<file path="config.mk">
export PLATFORM = sky130hd
export DESIGN_NAME = mhp_top
export DESIGN_NICKNAME = d
export VERILOG_FILES = /design/src/hdl/mhp_pkg.sv /design/src/hdl/frame_buffer.sv /design/src/hdl/frame_checksum.sv /design/src/hdl/frame_receiver.sv /design/src/hdl/frame_transmitter.sv /design/src/hdl/header_parser.sv /design/src/hdl/mhp_top.sv /design/src/hdl/reply_builder.sv
export SDC_FILE = /design/constraint.sdc
export NUM_CORES = 2
export LEC_CHECK = 0
export ABC_AREA = 0
export BUFFER_PORTS_ARGS = -buffer_cell sky130_fd_sc_hd__buf_2
export CORE_MARGIN = 5
export CORE_UTILIZATION = 45
export CTS_CLUSTER_DIAMETER = 200
export DETAILED_ROUTE_END_ITERATION = 8
export PLACE_DENSITY = 0.59
export SETUP_SLACK_MARGIN = 0.02
export SLEW_MARGIN = 30
export SYNTH_ARGS = -nofsm -noshare
export SYNTH_HDL_FRONTEND = slang
export SYNTH_SLANG_ARGS = --single-unit
</file>
<file path="constraint.sdc">
create_clock -name i_clk -period 27.4 [get_ports i_clk]
set_input_delay 2.74 -clock i_clk [delete_from_list [all_inputs] [get_ports i_clk]]
set_output_delay 2.74 -clock i_clk [all_outputs]
set_load 0.02 [all_outputs]
</file>
<file path="src/hdl/mhp_pkg.sv">
`default_nettype none

package mhp_pkg;

  ////////////////////
  // frame format
  ////////////////////
  localparam int BUF_ADDR_W      = 8;
  localparam int HEADER_BYTES    = 7;
  localparam int TX_FRAME_BYTES  = 50;
  localparam int IDLE_GAP_CYCLES = 63;

  // request types that get a reply
  localparam logic [7:0] TYPE_PING_REQ = 8'h01;
  localparam logic [7:0] TYPE_ADDR_REQ = 8'h04;

  // types written into the replies
  localparam logic [7:0] TYPE_PING_RSP   = 8'h81;
  localparam logic [7:0] TYPE_ADDR_GRANT = 8'h92;

  ////////////////////
  // reply bodies
  ////////////////////
  localparam logic [7:0]  PING_BODY      = 8'h00;
  localparam logic [7:0]  PING_BODY_LEN  = 8'd1;
  localparam logic [15:0] GRANT_BODY     = 16'h0120;
  localparam logic [7:0]  GRANT_BODY_LEN = 8'd2;

  // type bit that marks an acknowledgement
  localparam int ACK_BIT = 4;

  // one buffer request per unit
  typedef struct packed {
    logic                  en;
    logic                  we;
    logic [BUF_ADDR_W-1:0] addr;
    logic [7:0]            wdata;
  } buf_req_t;

  typedef struct packed {
    logic       dir;
    logic [6:0] kind;
  } mhp_type_fields_t;

  // type byte, raw or split into direction and kind
  typedef union packed {
    logic [7:0]       raw;
    mhp_type_fields_t f;
  } mhp_type_u;

  // fields in wire order, big-endian
  typedef struct packed {
    logic [15:0] src;
    logic [15:0] dst;
    logic [15:0] size;
    mhp_type_u   htype;
  } mhp_header_t;

endpackage

`default_nettype wire

</file>
<file path="src/hdl/frame_buffer.sv">
`default_nettype none

module frame_buffer (
  input  wire logic              i_clk,
  input  wire logic              i_rst,
  input  wire mhp_pkg::buf_req_t i_rx_req,
  input  wire mhp_pkg::buf_req_t i_bld_req,
  input  wire mhp_pkg::buf_req_t i_sum_req,
  input  wire mhp_pkg::buf_req_t i_hdr_req,
  input  wire mhp_pkg::buf_req_t i_tx_req,
  output logic [7:0]             o_rdata
);

  logic [7:0] mem [256];
  logic       sel_en;
  logic       sel_we;
  logic [7:0] sel_addr;
  logic [7:0] sel_wdata;
  logic [7:0] rd_byte;

  // fixed priority: rx, builder, checksum, parser, tx
  always_comb begin
    if (i_rx_req.en) begin
      {sel_en, sel_we, sel_addr, sel_wdata} = i_rx_req;
    end else if (i_bld_req.en) begin
      {sel_en, sel_we, sel_addr, sel_wdata} = i_bld_req;
    end else if (i_sum_req.en) begin
      {sel_en, sel_we, sel_addr, sel_wdata} = i_sum_req;
    end else if (i_hdr_req.en) begin
      {sel_en, sel_we, sel_addr, sel_wdata} = i_hdr_req;
    end else begin
      {sel_en, sel_we, sel_addr, sel_wdata} = i_tx_req;
    end
  end

  always_ff @(posedge i_clk) begin
    if (i_rst) begin
      rd_byte <= '0;
    end else if (sel_en) begin
      if (sel_we) begin
        mem[sel_addr] <= sel_wdata;
      end
      rd_byte <= mem[sel_addr];
    end
  end

  assign o_rdata = rd_byte;

endmodule

`default_nettype wire

</file>
<file path="src/hdl/frame_checksum.sv">
`default_nettype none

module frame_checksum (
  input  wire logic                         i_clk,
  input  wire logic                         i_rst,
  input  wire logic                         i_start,
  input  wire logic [mhp_pkg::BUF_ADDR_W-1:0] i_len,
  input  wire logic [7:0]                   i_rdata,
  output mhp_pkg::buf_req_t                 o_req,
  output logic                              o_done
);
  import mhp_pkg::*;

  typedef enum logic [2:0] {C_IDLE, C_ADDR, C_LOAD, C_WR_HI, C_WR_LO} state_t;

  state_t                state;
  logic [BUF_ADDR_W-1:0] idx;
  logic [15:0]           sum;

  always_comb begin
    o_req = '0;
    case (state)
      C_ADDR: begin
        o_req.en   = 1'b1;
        o_req.addr = idx;
      end
      // sum goes right behind the reply, high byte first
      C_WR_HI: begin
        o_req.en    = 1'b1;
        o_req.we    = 1'b1;
        o_req.addr  = i_len;
        o_req.wdata = sum[15:8];
      end
      C_WR_LO: begin
        o_req.en    = 1'b1;
        o_req.we    = 1'b1;
        o_req.addr  = i_len + 1'b1;
        o_req.wdata = sum[7:0];
      end
      default: o_req = '0;
    endcase
  end

  always_ff @(posedge i_clk) begin
    if (i_rst) begin
      state  <= C_IDLE;
      idx    <= '0;
      o_done <= 1'b0;
    end else begin
      o_done <= 1'b0;
      case (state)
        C_IDLE: begin
          if (i_start) begin
            idx   <= '0;
            state <= C_ADDR;
          end
        end
        C_ADDR: state <= C_LOAD;
        C_LOAD: begin
          if (idx == i_len - 1'b1) begin
            state <= C_WR_HI;
          end else begin
            idx   <= idx + 1'b1;
            state <= C_ADDR;
          end
        end
        C_WR_HI: state <= C_WR_LO;
        C_WR_LO: begin
          o_done <= 1'b1;
          state  <= C_IDLE;
        end
        default: state <= C_IDLE;
      endcase
    end
  end

  // carry out of bit 15 is dropped
  always_ff @(posedge i_clk) begin
    if (state == C_IDLE && i_start) begin
      sum <= '0;
    end else if (state == C_LOAD) begin
      sum <= sum + {8'h00, i_rdata};
    end
  end

endmodule

`default_nettype wire

</file>
<file path="src/hdl/frame_receiver.sv">
`default_nettype none

module frame_receiver (
  input  wire logic                         i_clk,
  input  wire logic                         i_rst,
  input  wire logic                         i_start,
  input  wire logic                         i_rready,
  input  wire logic [7:0]                   i_rdata,
  output logic                              o_rreq,
  output mhp_pkg::buf_req_t                 o_req,
  output logic [mhp_pkg::BUF_ADDR_W-1:0]    o_len,
  output logic                              o_done
);
  import mhp_pkg::*;

  typedef enum logic [1:0] {RX_IDLE, RX_LISTEN, RX_CAPTURE} state_t;

  state_t     state;
  // cycles since the last pop
  logic [5:0] gap_cnt;

  assign o_rreq = (state == RX_LISTEN) && i_rready;

  // popped byte is valid in the capture cycle, written at the byte count
  always_comb begin
    o_req       = '0;
    o_req.en    = (state == RX_CAPTURE);
    o_req.we    = (state == RX_CAPTURE);
    o_req.addr  = o_len;
    o_req.wdata = i_rdata;
  end

  always_ff @(posedge i_clk) begin
    if (i_rst) begin
      state   <= RX_IDLE;
      gap_cnt <= '0;
      o_len   <= '0;
      o_done  <= 1'b0;
    end else begin
      o_done <= 1'b0;
      case (state)
        RX_IDLE: begin
          if (i_start) begin
            o_len   <= '0;
            gap_cnt <= '0;
            state   <= RX_LISTEN;
          end
        end
        RX_LISTEN: begin
          if (i_rready) begin
            gap_cnt <= 6'd1;
            state   <= RX_CAPTURE;
          end else if (gap_cnt == 6'(IDLE_GAP_CYCLES - 1)) begin
            // idle gap reached, frame is complete
            o_done <= 1'b1;
            state  <= RX_IDLE;
          end else begin
            gap_cnt <= gap_cnt + 6'd1;
          end
        end
        RX_CAPTURE: begin
          o_len   <= o_len + 1'b1;
          gap_cnt <= gap_cnt + 6'd1;
          state   <= RX_LISTEN;
        end
        default: state <= RX_IDLE;
      endcase
    end
  end

endmodule

`default_nettype wire

</file>
<file path="src/hdl/frame_transmitter.sv">
`default_nettype none

module frame_transmitter (
  input  wire logic                         i_clk,
  input  wire logic                         i_rst,
  input  wire logic                         i_start,
  input  wire logic [mhp_pkg::BUF_ADDR_W-1:0] i_len,
  input  wire logic [7:0]                   i_rdata,
  input  wire logic                         i_wready,
  output mhp_pkg::buf_req_t                 o_req,
  output logic [7:0]                        o_wdata,
  output logic                              o_wvalid,
  output logic                              o_done
);
  import mhp_pkg::*;

  typedef enum logic [2:0] {T_IDLE, T_ADDR, T_LOAD, T_SEND, T_GAP} state_t;

  state_t                state;
  logic [BUF_ADDR_W-1:0] idx;

  always_comb begin
    o_req      = '0;
    o_req.en   = (state == T_ADDR);
    o_req.addr = idx;
  end

  ////////////////////
  // byte sequencer
  ////////////////////
  // four cycles per byte at least, longer while the port is busy
  always_ff @(posedge i_clk) begin
    if (i_rst) begin
      state    <= T_IDLE;
      idx      <= '0;
      o_wvalid <= 1'b0;
      o_done   <= 1'b0;
    end else begin
      o_wvalid <= 1'b0;
      o_done   <= 1'b0;
      case (state)
        T_IDLE: begin
          if (i_start) begin
            idx   <= '0;
            state <= T_ADDR;
          end
        end
        T_ADDR: state <= T_LOAD;
        T_LOAD: state <= T_SEND;
        T_SEND: begin
          // hold here until the port can take the byte
          if (i_wready) begin
            o_wvalid <= 1'b1;
            state    <= T_GAP;
          end
        end
        T_GAP: begin
          if (idx == BUF_ADDR_W'(TX_FRAME_BYTES - 1)) begin
            o_done <= 1'b1;
            state  <= T_IDLE;
          end else begin
            idx   <= idx + 1'b1;
            state <= T_ADDR;
          end
        end
        default: state <= T_IDLE;
      endcase
    end
  end

  // zero padding past the reply
  always_ff @(posedge i_clk) begin
    if (state == T_LOAD) begin
      o_wdata <= (idx < i_len) ? i_rdata : 8'h00;
    end
  end

endmodule

`default_nettype wire

</file>
<file path="src/hdl/header_parser.sv">
`default_nettype none

module header_parser (
  input  wire logic             i_clk,
  input  wire logic             i_rst,
  input  wire logic             i_start,
  input  wire logic [7:0]       i_rdata,
  output mhp_pkg::buf_req_t     o_req,
  output mhp_pkg::mhp_header_t  o_header,
  output logic                  o_done
);
  import mhp_pkg::*;

  typedef enum logic [1:0] {P_IDLE, P_ADDR, P_LOAD} state_t;

  state_t     state;
  logic [2:0] idx;

  // the start cycle doubles as the first address cycle
  always_comb begin
    o_req      = '0;
    o_req.en   = (state == P_ADDR) || ((state == P_IDLE) && i_start);
    o_req.addr = BUF_ADDR_W'(idx);
  end

  always_ff @(posedge i_clk) begin
    if (i_rst) begin
      state  <= P_IDLE;
      idx    <= '0;
      o_done <= 1'b0;
    end else begin
      o_done <= 1'b0;
      case (state)
        P_IDLE: begin
          if (i_start) begin
            state <= P_LOAD;
          end
        end
        P_ADDR: state <= P_LOAD;
        P_LOAD: begin
          if (idx == 3'(HEADER_BYTES - 1)) begin
            idx    <= '0;
            o_done <= 1'b1;
            state  <= P_IDLE;
          end else begin
            idx   <= idx + 3'd1;
            state <= P_ADDR;
          end
        end
        default: state <= P_IDLE;
      endcase
    end
  end

  // seven loads shift the whole header in, first byte ends up on top
  always_ff @(posedge i_clk) begin
    if (state == P_LOAD) begin
      o_header <= {o_header[47:0], i_rdata};
    end
  end

endmodule

`default_nettype wire

</file>
<file path="src/hdl/mhp_top.sv">
`default_nettype none

module mhp_top (
  input  wire logic       i_clk,
  input  wire logic       i_rst,
  input  wire logic       i_rready,
  input  wire logic [7:0] i_rdata,
  output logic            o_rreq,
  input  wire logic       i_wready,
  output logic [7:0]      o_wdata,
  output logic            o_wvalid
);
  import mhp_pkg::*;

  typedef enum logic [2:0] {
    S_IDLE, S_RX, S_PARSE, S_DECIDE, S_BUILD, S_SUM, S_TX
  } state_t;

  state_t                state;
  buf_req_t              rx_req;
  buf_req_t              bld_req;
  buf_req_t              sum_req;
  buf_req_t              hdr_req;
  buf_req_t              tx_req;
  logic [7:0]            buf_rdata;
  logic [BUF_ADDR_W-1:0] rx_len;
  logic [BUF_ADDR_W-1:0] reply_len;
  logic [BUF_ADDR_W-1:0] tx_len;
  mhp_header_t           header;
  logic [6:0]            kind;
  logic                  reply_needed;
  logic                  rx_start, hdr_start, bld_start, sum_start, tx_start;
  logic                  rx_done, hdr_done, bld_done, sum_done, tx_done;

  ////////////////////
  // reply decision
  ////////////////////
  assign kind         = header.htype.f.kind;
  assign reply_needed = (rx_len >= BUF_ADDR_W'(HEADER_BYTES)) && !kind[ACK_BIT] &&
                        ((kind == TYPE_PING_REQ[6:0]) || (kind == TYPE_ADDR_REQ[6:0]));
  // checksum adds two bytes
  assign tx_len       = reply_len + 8'd2;

  // start pulses are registered, one unit runs at a time
  always_ff @(posedge i_clk) begin
    if (i_rst) begin
      state     <= S_IDLE;
      rx_start  <= 1'b0;
      hdr_start <= 1'b0;
      bld_start <= 1'b0;
      sum_start <= 1'b0;
      tx_start  <= 1'b0;
    end else begin
      rx_start  <= 1'b0;
      hdr_start <= 1'b0;
      bld_start <= 1'b0;
      sum_start <= 1'b0;
      tx_start  <= 1'b0;
      case (state)
        S_IDLE: begin
          if (i_rready) begin
            rx_start <= 1'b1;
            state    <= S_RX;
          end
        end
        S_RX: begin
          if (rx_done) begin
            hdr_start <= 1'b1;
            state     <= S_PARSE;
          end
        end
        S_PARSE: begin
          if (hdr_done) begin
            state <= S_DECIDE;
          end
        end
        S_DECIDE: begin
          if (reply_needed) begin
            bld_start <= 1'b1;
            state     <= S_BUILD;
          end else begin
            state <= S_IDLE;
          end
        end
        S_BUILD: begin
          if (bld_done) begin
            sum_start <= 1'b1;
            state     <= S_SUM;
          end
        end
        S_SUM: begin
          if (sum_done) begin
            tx_start <= 1'b1;
            state    <= S_TX;
          end
        end
        S_TX: begin
          if (tx_done) begin
            state <= S_IDLE;
          end
        end
        default: state <= S_IDLE;
      endcase
    end
  end

  frame_buffer u_buf (
    .i_clk     (i_clk),
    .i_rst     (i_rst),
    .i_rx_req  (rx_req),
    .i_bld_req (bld_req),
    .i_sum_req (sum_req),
    .i_hdr_req (hdr_req),
    .i_tx_req  (tx_req),
    .o_rdata   (buf_rdata)
  );

  frame_receiver u_rx (
    .i_clk    (i_clk),
    .i_rst    (i_rst),
    .i_start  (rx_start),
    .i_rready (i_rready),
    .i_rdata  (i_rdata),
    .o_rreq   (o_rreq),
    .o_req    (rx_req),
    .o_len    (rx_len),
    .o_done   (rx_done)
  );

  header_parser u_hdr (
    .i_clk    (i_clk),
    .i_rst    (i_rst),
    .i_start  (hdr_start),
    .i_rdata  (buf_rdata),
    .o_req    (hdr_req),
    .o_header (header),
    .o_done   (hdr_done)
  );

  reply_builder u_bld (
    .i_clk       (i_clk),
    .i_rst       (i_rst),
    .i_start     (bld_start),
    .i_header    (header),
    .o_req       (bld_req),
    .o_reply_len (reply_len),
    .o_done      (bld_done)
  );

  frame_checksum u_sum (
    .i_clk   (i_clk),
    .i_rst   (i_rst),
    .i_start (sum_start),
    .i_len   (reply_len),
    .i_rdata (buf_rdata),
    .o_req   (sum_req),
    .o_done  (sum_done)
  );

  frame_transmitter u_tx (
    .i_clk    (i_clk),
    .i_rst    (i_rst),
    .i_start  (tx_start),
    .i_len    (tx_len),
    .i_rdata  (buf_rdata),
    .i_wready (i_wready),
    .o_req    (tx_req),
    .o_wdata  (o_wdata),
    .o_wvalid (o_wvalid),
    .o_done   (tx_done)
  );

endmodule

`default_nettype wire

</file>
<file path="src/hdl/reply_builder.sv">
`default_nettype none

module reply_builder (
  input  wire logic                         i_clk,
  input  wire logic                         i_rst,
  input  wire logic                         i_start,
  input  wire mhp_pkg::mhp_header_t         i_header,
  output mhp_pkg::buf_req_t                 o_req,
  output logic [mhp_pkg::BUF_ADDR_W-1:0]    o_reply_len,
  output logic                              o_done
);
  import mhp_pkg::*;

  logic       busy;
  logic       grant;
  logic       start_grant;
  logic [3:0] idx;
  logic [7:0] body_len;
  mhp_type_u  rsp_type;

  assign start_grant = (i_header.htype.f.kind == TYPE_ADDR_REQ[6:0]);

  ////////////////////
  // reply template
  ////////////////////
  always_comb begin
    rsp_type.raw = grant ? TYPE_ADDR_GRANT : TYPE_PING_RSP;
    body_len     = grant ? GRANT_BODY_LEN : PING_BODY_LEN;
    o_req        = '0;
    o_req.en     = busy;
    o_req.we     = busy;
    o_req.addr   = BUF_ADDR_W'(idx);
    case (idx)
      // addresses swapped
      4'd0:    o_req.wdata = i_header.dst[15:8];
      4'd1:    o_req.wdata = i_header.dst[7:0];
      4'd2:    o_req.wdata = i_header.src[15:8];
      4'd3:    o_req.wdata = i_header.src[7:0];
      // size field holds the body length
      4'd4:    o_req.wdata = 8'h00;
      4'd5:    o_req.wdata = body_len;
      4'd6:    o_req.wdata = rsp_type.raw;
      4'd7:    o_req.wdata = grant ? GRANT_BODY[15:8] : PING_BODY;
      4'd8:    o_req.wdata = GRANT_BODY[7:0];
      default: o_req.wdata = 8'h00;
    endcase
  end

  // one byte per cycle until the reply length is written
  always_ff @(posedge i_clk) begin
    if (i_rst) begin
      busy        <= 1'b0;
      grant       <= 1'b0;
      idx         <= '0;
      o_reply_len <= '0;
      o_done      <= 1'b0;
    end else begin
      o_done <= 1'b0;
      if (!busy) begin
        if (i_start) begin
          busy        <= 1'b1;
          idx         <= '0;
          grant       <= start_grant;
          o_reply_len <= BUF_ADDR_W'(HEADER_BYTES) +
                         (start_grant ? GRANT_BODY_LEN : PING_BODY_LEN);
        end
      end else if ({4'd0, idx} == o_reply_len - 1'b1) begin
        busy   <= 1'b0;
        o_done <= 1'b1;
      end else begin
        idx <= idx + 4'd1;
      end
    end
  end

endmodule

`default_nettype wire

</file>
==> results.json <==
{
  "grt_max_degree": 201,
  "hpwl_um": 176000,
  "drive_above_1_share_pct": 8.48,
  "area_growth_pct": 11.0,
  "cp_max_fo": 60,
  "fin_crit_sh_pct": 27.8,
  "htree_levels": 4,
  "cts_tree": "done",
  "fin_setup_tns_ns": 0,
  "p_sw_share_pct": 22.2,
  "multi_input_area_um2": 21600,
  "yosys_warnings": 0,
  "hold_viol": 0,
  "synth_area_leaders": "edfxtp_1 (71%), nand2_1 (5.8%), mux2i_1 (4.1%), nand3_1 (2.7%), dfxtp_1 (2.0%)",
  "holdCritPathClass": "reg -> reg",
  "combPwrFrac_pct": 5.0,
  "p_switching_w": 0.00155,
  "worst_path_max_delay_cell": "buf_4",
  "ys_ff_latch": 2200,
  "die_area_um2": 206000,
  "fin_worst_skew_ns": 0.0340,
  "final_core_util_pct": 50.1,
  "max-vdd-ir-drop_mv": 0.0666,
  "maxSlewViolCount": 0,
  "clock-sinks": 2200,
  "synth_mux_area_share_pct": 4.22,
  "p_leak_nw": 35.4,
  "syn_nets": 6544,
  "synth_compound_area_share_pct": 6.77,
  "coreArea_um2": 197000,
  "nNetsFinal": 6555,
  "synth-edff-count": 2112,
  "numCtsBuffers": 220,
  "die_h_um": 454,
  "end_kind": "flop",
  "power_density_nw_per_um2": 70.9,
  "routed_wl_um": 289000,
  "synth_top_area_share_pct": 71.4,
  "vias": 57300,
  "synthesis.area_um2": 88800,
  "relSlewSlack_pct": 20.5,
  "clkLatencyLatePin_ns": 0.86,
  "timing.hold.ws_ns": 0.419,
  "postCtsSetupBuffers": 0,
  "cts_resized": 0,
  "status": "complete, no violations",
  "die_x_um": 454,
  "p_clk_share_pct": 42.1,
  "hold_buffers": 0,
  "initial_core_util_pct": 45.1,
  "start_kind": "flop",
  "synth_area_per_cell_um2": 13.6,
  "port_buffers": 21,
  "clk_root_buffer_cell": "clkbuf_16",
  "path_cells": "inv_1 -> ha_1 -> buf_4 -> inv_2 -> nand2_1 -> o221ai_4 -> buf_4 -> buf_4 -> buf_4 -> buf_4 -> buf_4 -> mux2i_1 -> o22ai_1 -> or4_1 -> o311ai_0 -> a21oi_1 -> and4b_1 -> a311oi_1",
  "top_level_ports": 22,
  "yosys.area.top_type": "edfxtp_1",
  "regArea_um2": 65200,
  "critPathMaxStageDelay_ns": 0.76,
  "rsz0062_at_grt": "false",
  "track_usage_pct": 27.3,
  "drt_pass1_iterations": 8,
  "antenna_found_initial": 24,
  "overflow": 0,
  "avgRoutedWirePerCell_um": 30.9,
  "drt_iter0_drc": 8039,
  "synth_top_family_by_area": "simple AND/OR/NAND/NOR gates",
  "critical-path-top-delay-family": "buffers and inverters",
  "synthAdderAreaFrac_pct": 0.361,
  "grt_pass1_vias": 53000,
  "clock.fmax_ghz": 0.131,
  "yosysUniqueCellTypes": 97,
  "setup_viol": 0,
  "critPathRequiredTime_ns": 28.12,
  "rows": 163,
  "fillCellCount": 16600,
  "pwr-share-seq_pct": 52.9,
  "viasPerCell": 6.13,
  "arrival_ns": 8.34,
  "clk_path_buf_depth": 3,
  "path_buf_inv": 8,
  "final.min_clock_period_ns": 7.62,
  "grt_pass1_wl_um": 405000,
  "synth-main-ff-cell": "edfxtp_1",
  "synthXorXnorAreaFrac_pct": 0.316,
  "drc": 0,
  "synth-simple-area-share_pct": 12.3,
  "critPathKind": "reg -> reg",
  "netlist_instances": 6507,
  "drv_cap": 0,
  "synthArstFlopShare_pct": 0,
  "ant_nets": 0,
  "crit_top_cell": "buf_4",
  "tightest_slew_ns": 1.18,
  "internal-power_w": 0.00543,
  "gp_congestion": 0.924,
  "path_clk_slew_ns": 0.06,
  "seq_area_frac_synth_pct": 73.4
}
-- sequential cells by signal, summed over array words and instances (netlist names), 8 cells and up --
register and count:
u_buf.mem 2048, u_buf.o_rdata 8, u_hdr.o_header 56, u_rx.o_len 8, u_sum.idx 8, u_sum.sum 16, u_tx.idx 8, u_tx.o_wdata 8
-- worst paths after layout --
kind                           from  depth (start not counted)            endpoint  slack [ns]
setup / recovery      u_rx.state[0]                         18    u_buf.o_rdata[6]       19.78
hold / removal    u_hdr.o_header[8]                          0  u_hdr.o_header[16]        0.42
hold reg to reg   u_hdr.o_header[8]                          0  u_hdr.o_header[16]        0.42
setup reg to reg      u_rx.state[0]                         18    u_buf.o_rdata[6]       19.78
-- worst reg2reg max path, delay by kind of cell, from the launching register on --
family / cells / cell delay, ns
AND/OR/NAND/NOR: 3 / 1.19
adder cells (fa/ha/maj): 1 / 0.19
flip-flops: 1 / 0.38
multiplexers: 1 / 0.34
buffers and inverters: 8 / 4.34
AO/OA/AOI/OAI: 5 / 1.03
-- final cells by class --
cell class	instances	area share, %
repair buffers	187	1.52
diodes	18	0.0457
inverters	29	0.110
clock inverters	101	1.04
well taps	2640	3.35
flip-flops and latches	2200	66.1
multi-input cells	3880	21.9
clock buffers	288	5.94
-- cells in the mapped netlist, drive strengths merged (27+ instances only) --
| master | instances |
|---|---|
| edfxtp | 2112 |
| nand2 | 1382 |
| nand3 | 490 |
| nor2 | 396 |
| mux2i | 362 |
| buf | 311 |
| a21oi | 256 |
| o22ai | 143 |
| o21ai | 115 |
| a22oi | 101 |
| dfxtp | 88 |
| clkbuf | 87 |
| a31oi | 86 |
| and3 | 73 |
| nand4 | 66 |
| a311oi | 37 |
| inv | 28 |
| nor4 | 27 |
-- cell usage in the layout, fill, tap and decap left out, drive strengths merged, types with 115 or more instances in the layout --
cell,instances
clkbuf,288
o21ai,115
buf,187
edfxtp,2112
nand2,1382
nand3,490
nor2,396
o22ai,143
a21oi,256
mux2i,362
-- logic make-up after synthesis --
family	count (synthesis)
AND/OR/NAND/NOR	2532
buffers and inverters	427
AO/OA/AOI/OAI	918
adder cells (fa/ha/maj)	25
flip-flops	2200
XOR/XNOR	32
multiplexers	373
-- metrics by stage --
stage | power (W) | area (µm²) | worst slack (ns) | cells
floorplan | 0.00400 | 88800 | 13.87 | 6507
global placement | 0.00411 | 91500 | 19.84 | 8929
detailed placement | 0.00411 | 91600 | 19.87 | 8934
CTS | 0.00700 | 98500 | 19.87 | 9323
global route | 0.00716 | 98600 | 19.47 | 9328
finish | 0.00699 | 98600 | 19.78 | 9343
-- power by group through the flow --
stage / logic [W] / registers, W / clock network (W)
floorplan: 0.000211 / 0.00379 / 0
global placement: 0.000336 / 0.00377 / 0
detailed placement: 0.000342 / 0.00377 / 0
CTS: 0.000343 / 0.00370 / 0.00296
global route: 0.000368 / 0.00370 / 0.00310
finish: 0.000349 / 0.00370 / 0.00294
-- metal layers --
layer	track usage, %	up-vias	part of all wire (%)
met5	0	-	0.016
met2	40.9	3277	45
li1	-	24400	-
met4	14.4	8	6.1
met3	6.21	659	10
met1	37.5	28900	39
(Power assumes the default switching activity.)
